==> src/verilog/Processor_settings.svh <==
/*
 * Build settings for the processor subsystem. Included by every RTL file
 * that needs the cache switch, the cache geometry or the reset PC.
 */

`ifndef PROCESSOR_SETTINGS_SVH
`define PROCESSOR_SETTINGS_SVH

// ------------------------------------------------------------------------
// Instruction cache
// ------------------------------------------------------------------------

`define RV_ICACHE_ON         1        // 1 = L1 instruction cache, 0 = wires
`define RV_ICACHE_LINES      8        // Line count, power of two
`define RV_ICACHE_LINE_WORDS 4        // Words per line, power of two

// First fetch address after reset
`define RV_RESET_PC          32'h0000_0000

`endif

==> src/verilog/Types.sv <==
/*
 * Shared types of the processor subsystem. All files refer to them with
 * scoped names, Types::Word and so on.
 */

package Types;

    typedef logic [31:0] Word;     // Data and register value
    typedef logic [31:0] Inst;     // Instruction word
    typedef logic [31:0] Addr;     // Byte address, both buses
    typedef logic [4:0]  RegIndex; // Register number

    // ALU operation selector
    typedef logic [2:0]  AluOp;

    localparam AluOp AluAdd   = 3'd0;
    localparam AluOp AluSub   = 3'd1;
    localparam AluOp AluAnd   = 3'd2;
    localparam AluOp AluOr    = 3'd3;
    localparam AluOp AluXor   = 3'd4;
    localparam AluOp AluPassB = 3'd5; // LUI passes the immediate

    // Instruction cache FSM
    typedef enum logic {
        Lookup, // Idle or answering hits
        Fill    // Refilling a line from the external bus
    } CacheState;

endpackage
==> src/verilog/CoreBuses.sv <==
/*
 * Core-side bus interfaces. Request and address are held by the master
 * until a cycle with busy low; read data is valid in that cycle.
 */

// ------------------------------------------------------------------------
// Instruction bus
// ------------------------------------------------------------------------

interface InstCoreBus;

    Types::Addr addr; // Fetch address
    logic       re;   // Read request
    Types::Inst inst; // Fetched word
    logic       busy; // Slave not ready

    modport master (output addr, re, input inst, busy);
    modport slave  (input addr, re, output inst, busy);

endinterface

// ------------------------------------------------------------------------
// Data bus, word access only
// ------------------------------------------------------------------------

interface DataCoreBus;

    Types::Addr addr;  // Byte address
    logic       we;    // Write request
    logic       re;    // Read request
    Types::Word wdata; // Store data
    Types::Word rdata; // Load data
    logic       busy;  // Slave not ready

    modport master (output addr, we, re, wdata, input rdata, busy);
    modport slave  (input addr, we, re, wdata, output rdata, busy);

endinterface

==> src/verilog/Alu.sv <==
/*
 * Integer ALU of the single-cycle core. The zero flag is used by the core
 * to resolve BEQ and BNE from a subtraction.
 */

module Alu (
    input  Types::AluOp i_op,     // Operation
    input  Types::Word  i_a,      // Operand A, rs1
    input  Types::Word  i_b,      // Operand B, rs2 or immediate
    output Types::Word  o_result, // Result
    output logic        o_zero);  // Result is zero

    always_comb begin
        case (i_op)
            Types::AluAdd:   o_result = i_a + i_b;
            Types::AluSub:   o_result = i_a - i_b;
            Types::AluAnd:   o_result = i_a & i_b;
            Types::AluOr:    o_result = i_a | i_b;
            Types::AluXor:   o_result = i_a ^ i_b;
            Types::AluPassB: o_result = i_b;      // LUI
            default:         o_result = '0;
        endcase
    end

    // Equal operands after SUB
    assign o_zero = o_result == '0;

endmodule

==> src/verilog/CoreSC.sv <==
/*
 * Single-cycle RV32I subset core. Fetch, decode, execute, memory access
 * and write-back in one cycle; busy on either bus stalls the whole core.
 */

`include "Processor_settings.svh"

module CoreSC (
    input  logic       i_clock,  // Clock
    input  logic       i_reset,  // Reset
    InstCoreBus.master instBus,  // Instruction fetch
    DataCoreBus.master dataBus); // Loads and stores

    // Major opcodes of the subset
    localparam logic [6:0] OpReg    = 7'b0110011;
    localparam logic [6:0] OpImm    = 7'b0010011;
    localparam logic [6:0] OpLui    = 7'b0110111;
    localparam logic [6:0] OpLoad   = 7'b0000011;
    localparam logic [6:0] OpStore  = 7'b0100011;
    localparam logic [6:0] OpBranch = 7'b1100011;
    localparam logic [6:0] OpJal    = 7'b1101111;

    // Write-back source
    localparam logic [1:0] WbAlu  = 2'd0;
    localparam logic [1:0] WbMem  = 2'd1;
    localparam logic [1:0] WbLink = 2'd2;

    Types::Addr     pc;
    Types::Inst     instHeld;      // Fetched word waiting for data bus
    logic           instHeldValid;
    Types::Inst     inst;          // Instruction being executed
    logic           haveInst;
    logic           retire;

    // Decode fields
    logic [6:0]     opcode;
    logic [2:0]     funct3;
    logic           subFlag;       // funct7 bit 5
    Types::RegIndex rs1, rs2, rd;
    Types::Word     immI, immS, immB, immU, immJ, imm;

    // Control
    logic           regWrite, aluSrcImm, memRead, memWrite;
    logic           branch, branchNe, jump, branchTaken;
    logic [1:0]     wbSel;
    Types::AluOp    aluOp;

    // Datapath
    Types::Word     rs1Data, rs2Data, aluB, aluResult, wbData;
    logic           aluZero;
    Types::Addr     pcPlus4, pcNext;

    // ----------------------------------------------------------------------
    // Fetch and stall control
    // ----------------------------------------------------------------------

    assign instBus.addr = pc;
    assign instBus.re   = !instHeldValid;             // Refetch not needed
    assign inst         = instHeldValid ? instHeld : instBus.inst;
    assign haveInst     = instHeldValid || !instBus.busy;
    assign retire       = haveInst && (!(memRead || memWrite) || !dataBus.busy);

    // ----------------------------------------------------------------------
    // Decode
    // ----------------------------------------------------------------------

    assign opcode  = inst[6:0];
    assign rd      = inst[11:7];
    assign funct3  = inst[14:12];
    assign rs1     = inst[19:15];
    assign rs2     = inst[24:20];
    assign subFlag = inst[30];

    assign immI = {{20{inst[31]}}, inst[31:20]};
    assign immS = {{20{inst[31]}}, inst[31:25], inst[11:7]};
    assign immB = {{19{inst[31]}}, inst[31], inst[7], inst[30:25], inst[11:8], 1'b0};
    assign immU = {inst[31:12], 12'b0};
    assign immJ = {{11{inst[31]}}, inst[31], inst[19:12], inst[20], inst[30:21], 1'b0};

    always_comb begin
        regWrite  = 1'b0;            // Unknown opcodes act as NOP
        aluSrcImm = 1'b0;
        memRead   = 1'b0;
        memWrite  = 1'b0;
        branch    = 1'b0;
        branchNe  = 1'b0;
        jump      = 1'b0;
        wbSel     = WbAlu;
        aluOp     = Types::AluAdd;
        imm       = immI;
        case (opcode)
            OpReg: begin
                regWrite = 1'b1;
                case (funct3)
                    3'b000:  aluOp = subFlag ? Types::AluSub : Types::AluAdd;
                    3'b100:  aluOp = Types::AluXor;
                    3'b110:  aluOp = Types::AluOr;
                    3'b111:  aluOp = Types::AluAnd;
                    default: regWrite = 1'b0;
                endcase
            end
            OpImm: begin
                regWrite  = funct3 == 3'b000; // ADDI only
                aluSrcImm = 1'b1;
            end
            OpLui: begin
                regWrite  = 1'b1;
                aluSrcImm = 1'b1;
                aluOp     = Types::AluPassB;
                imm       = immU;
            end
            OpLoad: begin
                regWrite  = 1'b1;
                aluSrcImm = 1'b1;
                memRead   = 1'b1;
                wbSel     = WbMem;
            end
            OpStore: begin
                aluSrcImm = 1'b1;
                memWrite  = 1'b1;
                imm       = immS;
            end
            OpBranch: begin
                branch   = funct3[2:1] == 2'b00;  // BEQ, BNE
                branchNe = funct3[0];
                aluOp    = Types::AluSub;
                imm      = immB;
            end
            OpJal: begin
                regWrite = 1'b1;
                jump     = 1'b1;
                wbSel    = WbLink;
                imm      = immJ;
            end
            default: ;
        endcase
    end

    // ----------------------------------------------------------------------
    // Execute, memory, write-back
    // ----------------------------------------------------------------------

    RegisterFile regFile (
        .i_clock   (i_clock),
        .i_reset   (i_reset),
        .i_rs1     (rs1),
        .i_rs2     (rs2),
        .o_rs1Data (rs1Data),
        .o_rs2Data (rs2Data),
        .i_we      (regWrite && retire),  // Stall holds registers
        .i_rd      (rd),
        .i_wdata   (wbData));

    assign aluB = aluSrcImm ? imm : rs2Data;

    Alu alu (
        .i_op     (aluOp),
        .i_a      (rs1Data),
        .i_b      (aluB),
        .o_result (aluResult),
        .o_zero   (aluZero));

    // Data request straight from the current instruction
    assign dataBus.addr  = aluResult;
    assign dataBus.wdata = rs2Data;
    assign dataBus.re    = memRead && haveInst && !i_reset;
    assign dataBus.we    = memWrite && haveInst && !i_reset;

    assign pcPlus4     = pc + 32'd4;
    assign branchTaken = branch && (aluZero != branchNe);
    assign pcNext      = (jump || branchTaken) ? pc + imm : pcPlus4;

    always_comb begin
        case (wbSel)
            WbMem:   wbData = dataBus.rdata;
            WbLink:  wbData = pcPlus4;        // JAL link
            default: wbData = aluResult;
        endcase
    end

    // PC and held instruction
    always_ff @(posedge i_clock) begin
        if (i_reset) begin
            pc            <= `RV_RESET_PC;
            instHeldValid <= 1'b0;
        end
        else if (retire) begin
            pc            <= pcNext;
            instHeldValid <= 1'b0;
        end
        else if (haveInst)
            instHeldValid <= 1'b1;            // Waiting on data bus
    end

    always_ff @(posedge i_clock)
        if (!instHeldValid)
            instHeld <= instBus.inst;

endmodule

==> src/verilog/InstL1Cache.sv <==
/*
 * Direct-mapped read-only L1 instruction cache. Hits answer in the same
 * cycle; a miss holds busy and fills the whole line word by word.
 */

`include "Processor_settings.svh"

module InstL1Cache (
    input  logic       i_clock, // Clock
    input  logic       i_reset, // Reset
    InstCoreBus.slave  coreBus, // Core side
    InstCoreBus.master bus);    // External side

    localparam int Lines      = `RV_ICACHE_LINES;
    localparam int LineWords  = `RV_ICACHE_LINE_WORDS;
    localparam int OffsetBits = $clog2(LineWords);
    localparam int IndexBits  = $clog2(Lines);
    localparam int TagBits    = 32 - IndexBits - OffsetBits - 2;

    // Arrays
    logic [TagBits-1:0] tagArray  [Lines];
    logic               validArray[Lines];
    Types::Word         dataArray [Lines][LineWords];

    Types::CacheState   state;
    logic [OffsetBits-1:0] wordCnt;   // Fill word counter
    logic [TagBits-1:0]    fillTag;   // Line being filled
    logic [IndexBits-1:0]  fillIndex;

    // Address fields of the core request
    logic [TagBits-1:0]    reqTag;
    logic [IndexBits-1:0]  reqIndex;
    logic [OffsetBits-1:0] reqWord;
    logic                  hit;
    logic                  lastWord;

    assign reqTag   = coreBus.addr[31 -: TagBits];
    assign reqIndex = coreBus.addr[OffsetBits+2 +: IndexBits];
    assign reqWord  = coreBus.addr[2 +: OffsetBits];
    assign hit      = validArray[reqIndex] && (tagArray[reqIndex] == reqTag);
    assign lastWord = wordCnt == OffsetBits'(LineWords - 1);

    // Core side answers straight from the data array
    assign coreBus.inst = dataArray[reqIndex][reqWord];
    assign coreBus.busy = coreBus.re && ((state == Types::Fill) || !hit);

    // External side only reads while filling
    assign bus.re   = state == Types::Fill;
    assign bus.addr = {fillTag, fillIndex, wordCnt, 2'b00}; // Line aligned walk

    // ----------------------------------------------------------------------
    // Control FSM
    // ----------------------------------------------------------------------

    always_ff @(posedge i_clock) begin
        if (i_reset) begin
            state   <= Types::Lookup;
            wordCnt <= '0;
            for (int i = 0; i < Lines; i++)
                validArray[i] <= 1'b0;                // Everything invalid
        end
        else begin
            case (state)
                Types::Lookup:
                    if (coreBus.re && !hit) begin
                        state               <= Types::Fill;
                        wordCnt             <= '0;
                        validArray[reqIndex] <= 1'b0; // Line is overwritten
                    end
                Types::Fill:
                    if (!bus.busy) begin              // Word arrived
                        wordCnt <= wordCnt + 1'b1;
                        if (lastWord) begin
                            validArray[fillIndex] <= 1'b1;
                            state                 <= Types::Lookup;
                        end
                    end
                default: state <= Types::Lookup;
            endcase
        end
    end

    // Tags, line address and data words
    always_ff @(posedge i_clock) begin
        if (state == Types::Lookup) begin
            fillTag   <= reqTag;    // Latched for the whole fill
            fillIndex <= reqIndex;
        end
        else if (!bus.busy) begin
            dataArray[fillIndex][wordCnt] <= bus.inst;
            if (lastWord)
                tagArray[fillIndex] <= fillTag;
        end
    end

endmodule

==> src/verilog/Processor.sv <==
/*
 * Processor subsystem top level. Single-cycle core with an optional L1
 * instruction cache; both buses leave as plain ports.
 */

`include "Processor_settings.svh"

module Processor (
    input  logic       i_clock,     // Clock
    input  logic       i_reset,     // Reset
    output Types::Addr o_instAddr,  // Instruction bus
    output logic       o_instRe,
    input  Types::Inst i_inst,
    input  logic       i_instBusy,
    output Types::Addr o_dataAddr,  // Data bus
    output logic       o_dataWe,
    output logic       o_dataRe,
    output Types::Word o_dataWdata,
    input  Types::Word i_dataRdata,
    input  logic       i_dataBusy);

    InstCoreBus coreInstBus(); // Core instruction side
    DataCoreBus coreDataBus(); // Core data side

    // ----------------------------------------------------------------------
    // L1 instruction cache or wires
    // ----------------------------------------------------------------------

    generate
        if (`RV_ICACHE_ON == 1) begin : gCache
            InstCoreBus extInstBus();      // Cache to outside

            InstL1Cache instL1Cache (
                .i_clock (i_clock),
                .i_reset (i_reset),
                .coreBus (coreInstBus),
                .bus     (extInstBus));

            assign o_instAddr      = extInstBus.addr;
            assign o_instRe        = extInstBus.re;
            assign extInstBus.inst = i_inst;
            assign extInstBus.busy = i_instBusy;
        end
        else begin : gNoCache
            assign o_instAddr       = coreInstBus.addr;
            assign o_instRe         = coreInstBus.re;
            assign coreInstBus.inst = i_inst;
            assign coreInstBus.busy = i_instBusy;
        end
    endgenerate

    // Data bus goes straight out
    assign o_dataAddr        = coreDataBus.addr;
    assign o_dataWe          = coreDataBus.we;
    assign o_dataRe          = coreDataBus.re;
    assign o_dataWdata       = coreDataBus.wdata;
    assign coreDataBus.rdata = i_dataRdata;
    assign coreDataBus.busy  = i_dataBusy;

    CoreSC core (
        .i_clock (i_clock),
        .i_reset (i_reset),
        .instBus (coreInstBus),
        .dataBus (coreDataBus));

endmodule

==> src/verilog/RegisterFile.sv <==
/*
 * Integer register file, 32 x 32 bits. Two asynchronous read ports and
 * one synchronous write port; x0 always reads zero.
 */

module RegisterFile (
    input  logic           i_clock,   // Clock
    input  logic           i_reset,   // Reset
    input  Types::RegIndex i_rs1,     // Read port 1 index
    input  Types::RegIndex i_rs2,     // Read port 2 index
    output Types::Word     o_rs1Data, // Read port 1 data
    output Types::Word     o_rs2Data, // Read port 2 data
    input  logic           i_we,      // Write enable
    input  Types::RegIndex i_rd,      // Write index
    input  Types::Word     i_wdata);  // Write data

    Types::Word regs[32];

    // Reads are combinational
    assign o_rs1Data = regs[i_rs1];
    assign o_rs2Data = regs[i_rs2];

    always_ff @(posedge i_clock) begin
        if (i_reset) begin
            for (int i = 0; i < 32; i++)
                regs[i] <= '0;
        end
        else if (i_we && (i_rd != '0))   // x0 stays zero
            regs[i_rd] <= i_wdata;
    end

endmodule

==> config.mk <==
export PLATFORM = sky130hd
export DESIGN_NAME = Processor
export DESIGN_NICKNAME = d
export VERILOG_FILES = /design/src/verilog/Types.sv /design/src/verilog/CoreBuses.sv /design/src/verilog/Alu.sv /design/src/verilog/CoreSC.sv /design/src/verilog/InstL1Cache.sv /design/src/verilog/Processor.sv /design/src/verilog/RegisterFile.sv
export VERILOG_INCLUDE_DIRS = /design/src /design/src/verilog
export SDC_FILE = /design/constraint.sdc
export NUM_CORES = 2
export LEC_CHECK = 0
export BUFFER_PORTS_ARGS = -buffer_cell sky130_fd_sc_hd__clkbuf_2
export CORE_MARGIN = 2
export CORE_UTILIZATION = 50
export CTS_BUF_LIST = sky130_fd_sc_hd__clkbuf_2
export CTS_CLUSTER_SIZE = 28
export DETAILED_ROUTE_END_ITERATION = 8
export GPL_TIMING_DRIVEN = 0
export PLACE_DENSITY = 0.68
export SYNTH_ARGS = -nofsm -noshare
export SYNTH_HDL_FRONTEND = slang
export SYNTH_SLANG_ARGS = --single-unit
export TNS_END_PERCENT = 1
==> constraint.sdc <==
create_clock -name i_clock -period 7.9 [get_ports i_clock]
set_input_delay 0.395 -clock i_clock [delete_from_list [all_inputs] [get_ports i_clock]]
set_output_delay 0.395 -clock i_clock [all_outputs]
set_load 0.01 [all_outputs]
==> summary.md <==
| Metric | Value |
|---|---|
| Status | complete, but fails checks |
| Failing checks | capacitance limit, slew limit, setup timing |
| Final nets | 9,882 |
| Post-Syn Area | 113,000 sq um |
| CP Launch Type | flop |
| Critical Path End | o_dataAddr[31] |
| P_leak | 47.8 nW |
| PD cells | 191 nW/um^2 |
| Slew margin rel. | -6.79% |
| R2r startpoint | core.instBus.addr[3]$_SDFFE_PP0P_ |
| GRT Total Usage | 45.2% |
| Setup Skew | 207 ps |
| Most frequent cell after synthesis | edfxtp_1 |
| Core Rows | 174 |
| Min Tclk post-route | 11,160 ps |
| WHS | 52.2 ps |
| DRC Markers | 0 |
| Async S/R FF share, synth | 0% |
| DP HPWL | 361,000 um |
| First-pass GRT wire length | 706,000 um |
| Total grt overflow | 0 |
| Worst reg2reg setup slack | -2710 ps |
| Slowest stage delay, CP | 750 ps |
| CTS Root Cell | clkbuf_2 |
| Vias in the first global route | 87,481 |
| # IOs | 167 |
| Die X | 480 um |
| Initial Utilization | 50.4% |
| Area growth syn-to-layout | 18.0% |
| Gpl congestion | 1.07 |
| Clk slew on worst S/H paths | 100 ps |
| Vias per cell | 7.01 |
| Worst slew pin tran | 1600 ps |
| Layout cells sized above 1 | 28.4% |
| Crit path max fanout | 10 |
| Syn Inst Count | 8,389 |
| CP Class | flop to output pin |
| Synth top area share | 60.6% |
| Die Ht | 480 um |
| Drt total wl | 530,000 um |
| Clock Sinks | 2,355 |
| Core area | 225,000 sq um |
| 1st-pass router iterations | 9 |
| Sum of negative setup slack | -1,403,800 ps |
| Hold/Removal Path Class | input pin to flop |
| Final setup viols | 1,869 |
| Die area | 230,000 sq um |
| Peak supply drop | 184 uV |
| Placed Cells incl. Taps | 11,708 |
| Fin. Hold Viols | 0 |
| Synthesis warning total | 0 |
| Dpl ws | -6780 ps |
| Max-slew violations | 44 |
| CTS Buffer Depth | 4 |
| Post-synth top flop | edfxtp_1 |
| Pin count of the biggest net entering global routing | 34 |
| Mapped Avg Cell Area | 13.5 sq um |
| Req. time, crit path | 7510 ps |
| TritonCTS buffer count | 620 |
| Final ANT Viol Nets | 0 |
| Most instantiated cells after synthesis | edfxtp_1, nor2_1, nand2_1 |
| Top cells by area, synth | edfxtp_1, mux4_2, nor2_1 |
| Distinct cell type count after synthesis | 100 |
| Most numerous cell on the critical path | nand3_1 |
| FF+latch count, synth | 2,355 |
| WL/cell | 40.3 um |
| DP Area | 121,000 sq um |
| Worst R2R Path Depth | 42 |
| Max Cap Viol | 5 |
| Input/output buffers | 164 |
| Critical path endpoint category | output pin |
| Post-route cell area | 134,000 sq um |
| Fin crit share | 141% |
| Final Worst Setup Slack | -3260 ps |
| Worst skew pair latency | 2160 ps |
| Fmax | 89.6 MHz |
| Crit path DAT | 10,760 ps |
| RSZ-0062 raised after global routing | true |
| Share of the yosys chip area belonging to registers | 61.8% |
| H-tree levels | 6 |
| Initial antenna violation count | 52 |
| Via count | 92,290 |
| CP max-delay cell | a21oi_1 |
| Dominant cell type by area after synthesis | edfxtp_1 |
| Iter 0 DRT Violations | 17,483 |
| Non-filler cells, final | 13,158 |
| CTS tree | built |
| Post-synth EDFFs | 2,284 |
| Critical Path Start | core.instBus.addr[3]$_SDFFE_PP0P_ |
## area by class of cell
cell class	instances	area [sq um]
Clock inverter	155	918
Fill cell	17966	91200
Inverter	142	549
Clock buffer	913	4570
Antenna cell	43	108
Tap cell	2992	3740
Multi-Input combinational cell	5222	42000
Sequential cell	2355	70000
Buffer	700	5240
Timing Repair Buffer	636	6530
## state kept, by name (all words and copies together), names as in the netlist, named ones only
signal / cells
core.instHeldValid: 1
core.instHeld: 32
core.regFile.regs: 1024
gCache.instL1Cache.dataArray: 1024
gCache.instL1Cache.fillIndex: 3
gCache.instL1Cache.fillTag: 25
gCache.instL1Cache.wordCnt: 2
gCache.instL1Cache.tagArray: 200
gCache.instL1Cache.bus.re: 1
gCache.instL1Cache.validArray: 8
core.instBus.addr: 32
## report_power, final
part	total [mW]	internal, mW	switching [mW]
Sequential	14.0	13.9	0.141
Clock	8.79	3.40	5.39
Combinational	2.69	0.771	1.92
## how the worst min path moves through the flow
stage	start	to	depth (start not counted)
after detailed placement	core.instBus.addr[9]$_SDFFE_PP0P_	gCache.instL1Cache.fillTag[2]$_DFFE_PN_	0
after CTS	i_dataRdata[21]	core.regFile.regs[31][21]$_SDFFCE_PN0P_	5
after floorplan	core.instBus.addr[29]$_SDFFE_PP0P_	gCache.instL1Cache.fillTag[22]$_DFFE_PN_	0
final	i_dataRdata[29]	core.regFile.regs[31][29]$_SDFFCE_PN0P_	6
after global routing	i_dataRdata[24]	core.regFile.regs[31][24]$_SDFFCE_PN0P_	6
after global placement	core.instBus.addr[9]$_SDFFE_PP0P_	gCache.instL1Cache.fillTag[2]$_DFFE_PN_	0
## cells in the final DEF, fill, tap and decap left out, types with 44 or more instances in the layout
cell type,Yosys,final
buf_6,13,95
buf_12,4,125
mux2i_1,342,313
xnor2_1,89,88
clkbuf_1,440,264
a31oi_1,148,138
clkinv_1,2,107
nand2_1,744,700
nor2_4,1,48
clkbuf_4,0,73
buf_4,25,229
a211oi_1,183,182
buf_2,126,48
inv_1,126,113
a22oi_1,102,92
a21oi_1,221,202
mux4_2,524,524
edfxtp_1,2284,2284
o211ai_1,73,73
o22ai_1,56,44
mux2_2,78,77
dfxtp_1,71,69
and3_1,179,177
nand3_1,303,296
ha_1,135,128
clkbuf_2,0,1131
dlygate4sd3_1,0,152
nor2_1,1156,1103
o21ai_0,218,163
## stage by stage
step | power, mW | util (%)
final | 25.5 | 59.4
after global routing | 26.0 | 59.4
after CTS | 25.1 | 58.7
after detailed placement | 16.5 | 53.8
after global placement | 16.4 | 52.5
after floorplan | 15.3 | -
## kinds of logic (layout without fill, tap and decap cells)
| group | Yosys count | after routing | share of synthesized area (%) |
|---|---|---|---|
| multiplexers | 954 | 954 | 14.4 |
| flip-flops | 2355 | 2355 | 61.8 |
| other | 1 | 77 | 0.00331 |
| XOR/XNOR | 129 | 129 | 0.998 |
| AO/OA/AOI/OAI | 1267 | 1267 | 7.45 |
| adder cells (fa/ha/maj) | 137 | 137 | 1.53 |
| AND/OR/NAND/NOR | 2701 | 2701 | 10.5 |
| buffers and inverters | 845 | 2546 | 3.31 |
## per-layer routing
metal	up-vias	routed length [um]	global-route usage [%]
met5	-	518	0.580
met4	52	51300	34.1
met3	2453	85600	20.0
met2	9309	213000	61.4
met1	45398	179000	56.7
li1	35078	-	-
## repair_timing
| item | in CTS | in global routing |
|---|---|---|
| endpoints found under the hold margin | 3020 | 15 |
| gates cloned | 4 | 3 |
| endpoints found under the setup margin | 2085 | 1991 |
| pin swaps | 72 | 80 |
| hold buffers | 149 | 3 |
| buffers inserted | 127 | 55 |
| gates resized for setup | 800 | 387 |
## critical path, delay by kind of cell, from the launching register on
kind,cells,cell delay (ps)
simple gates,11,2550
fa+ha+maj,1,370
buf+inv,8,1990
flops,1,480
mux,1,260
xor+xnor,1,100
compound gates,11,2880
Note: power is estimated with default switching activity, not from simulation.
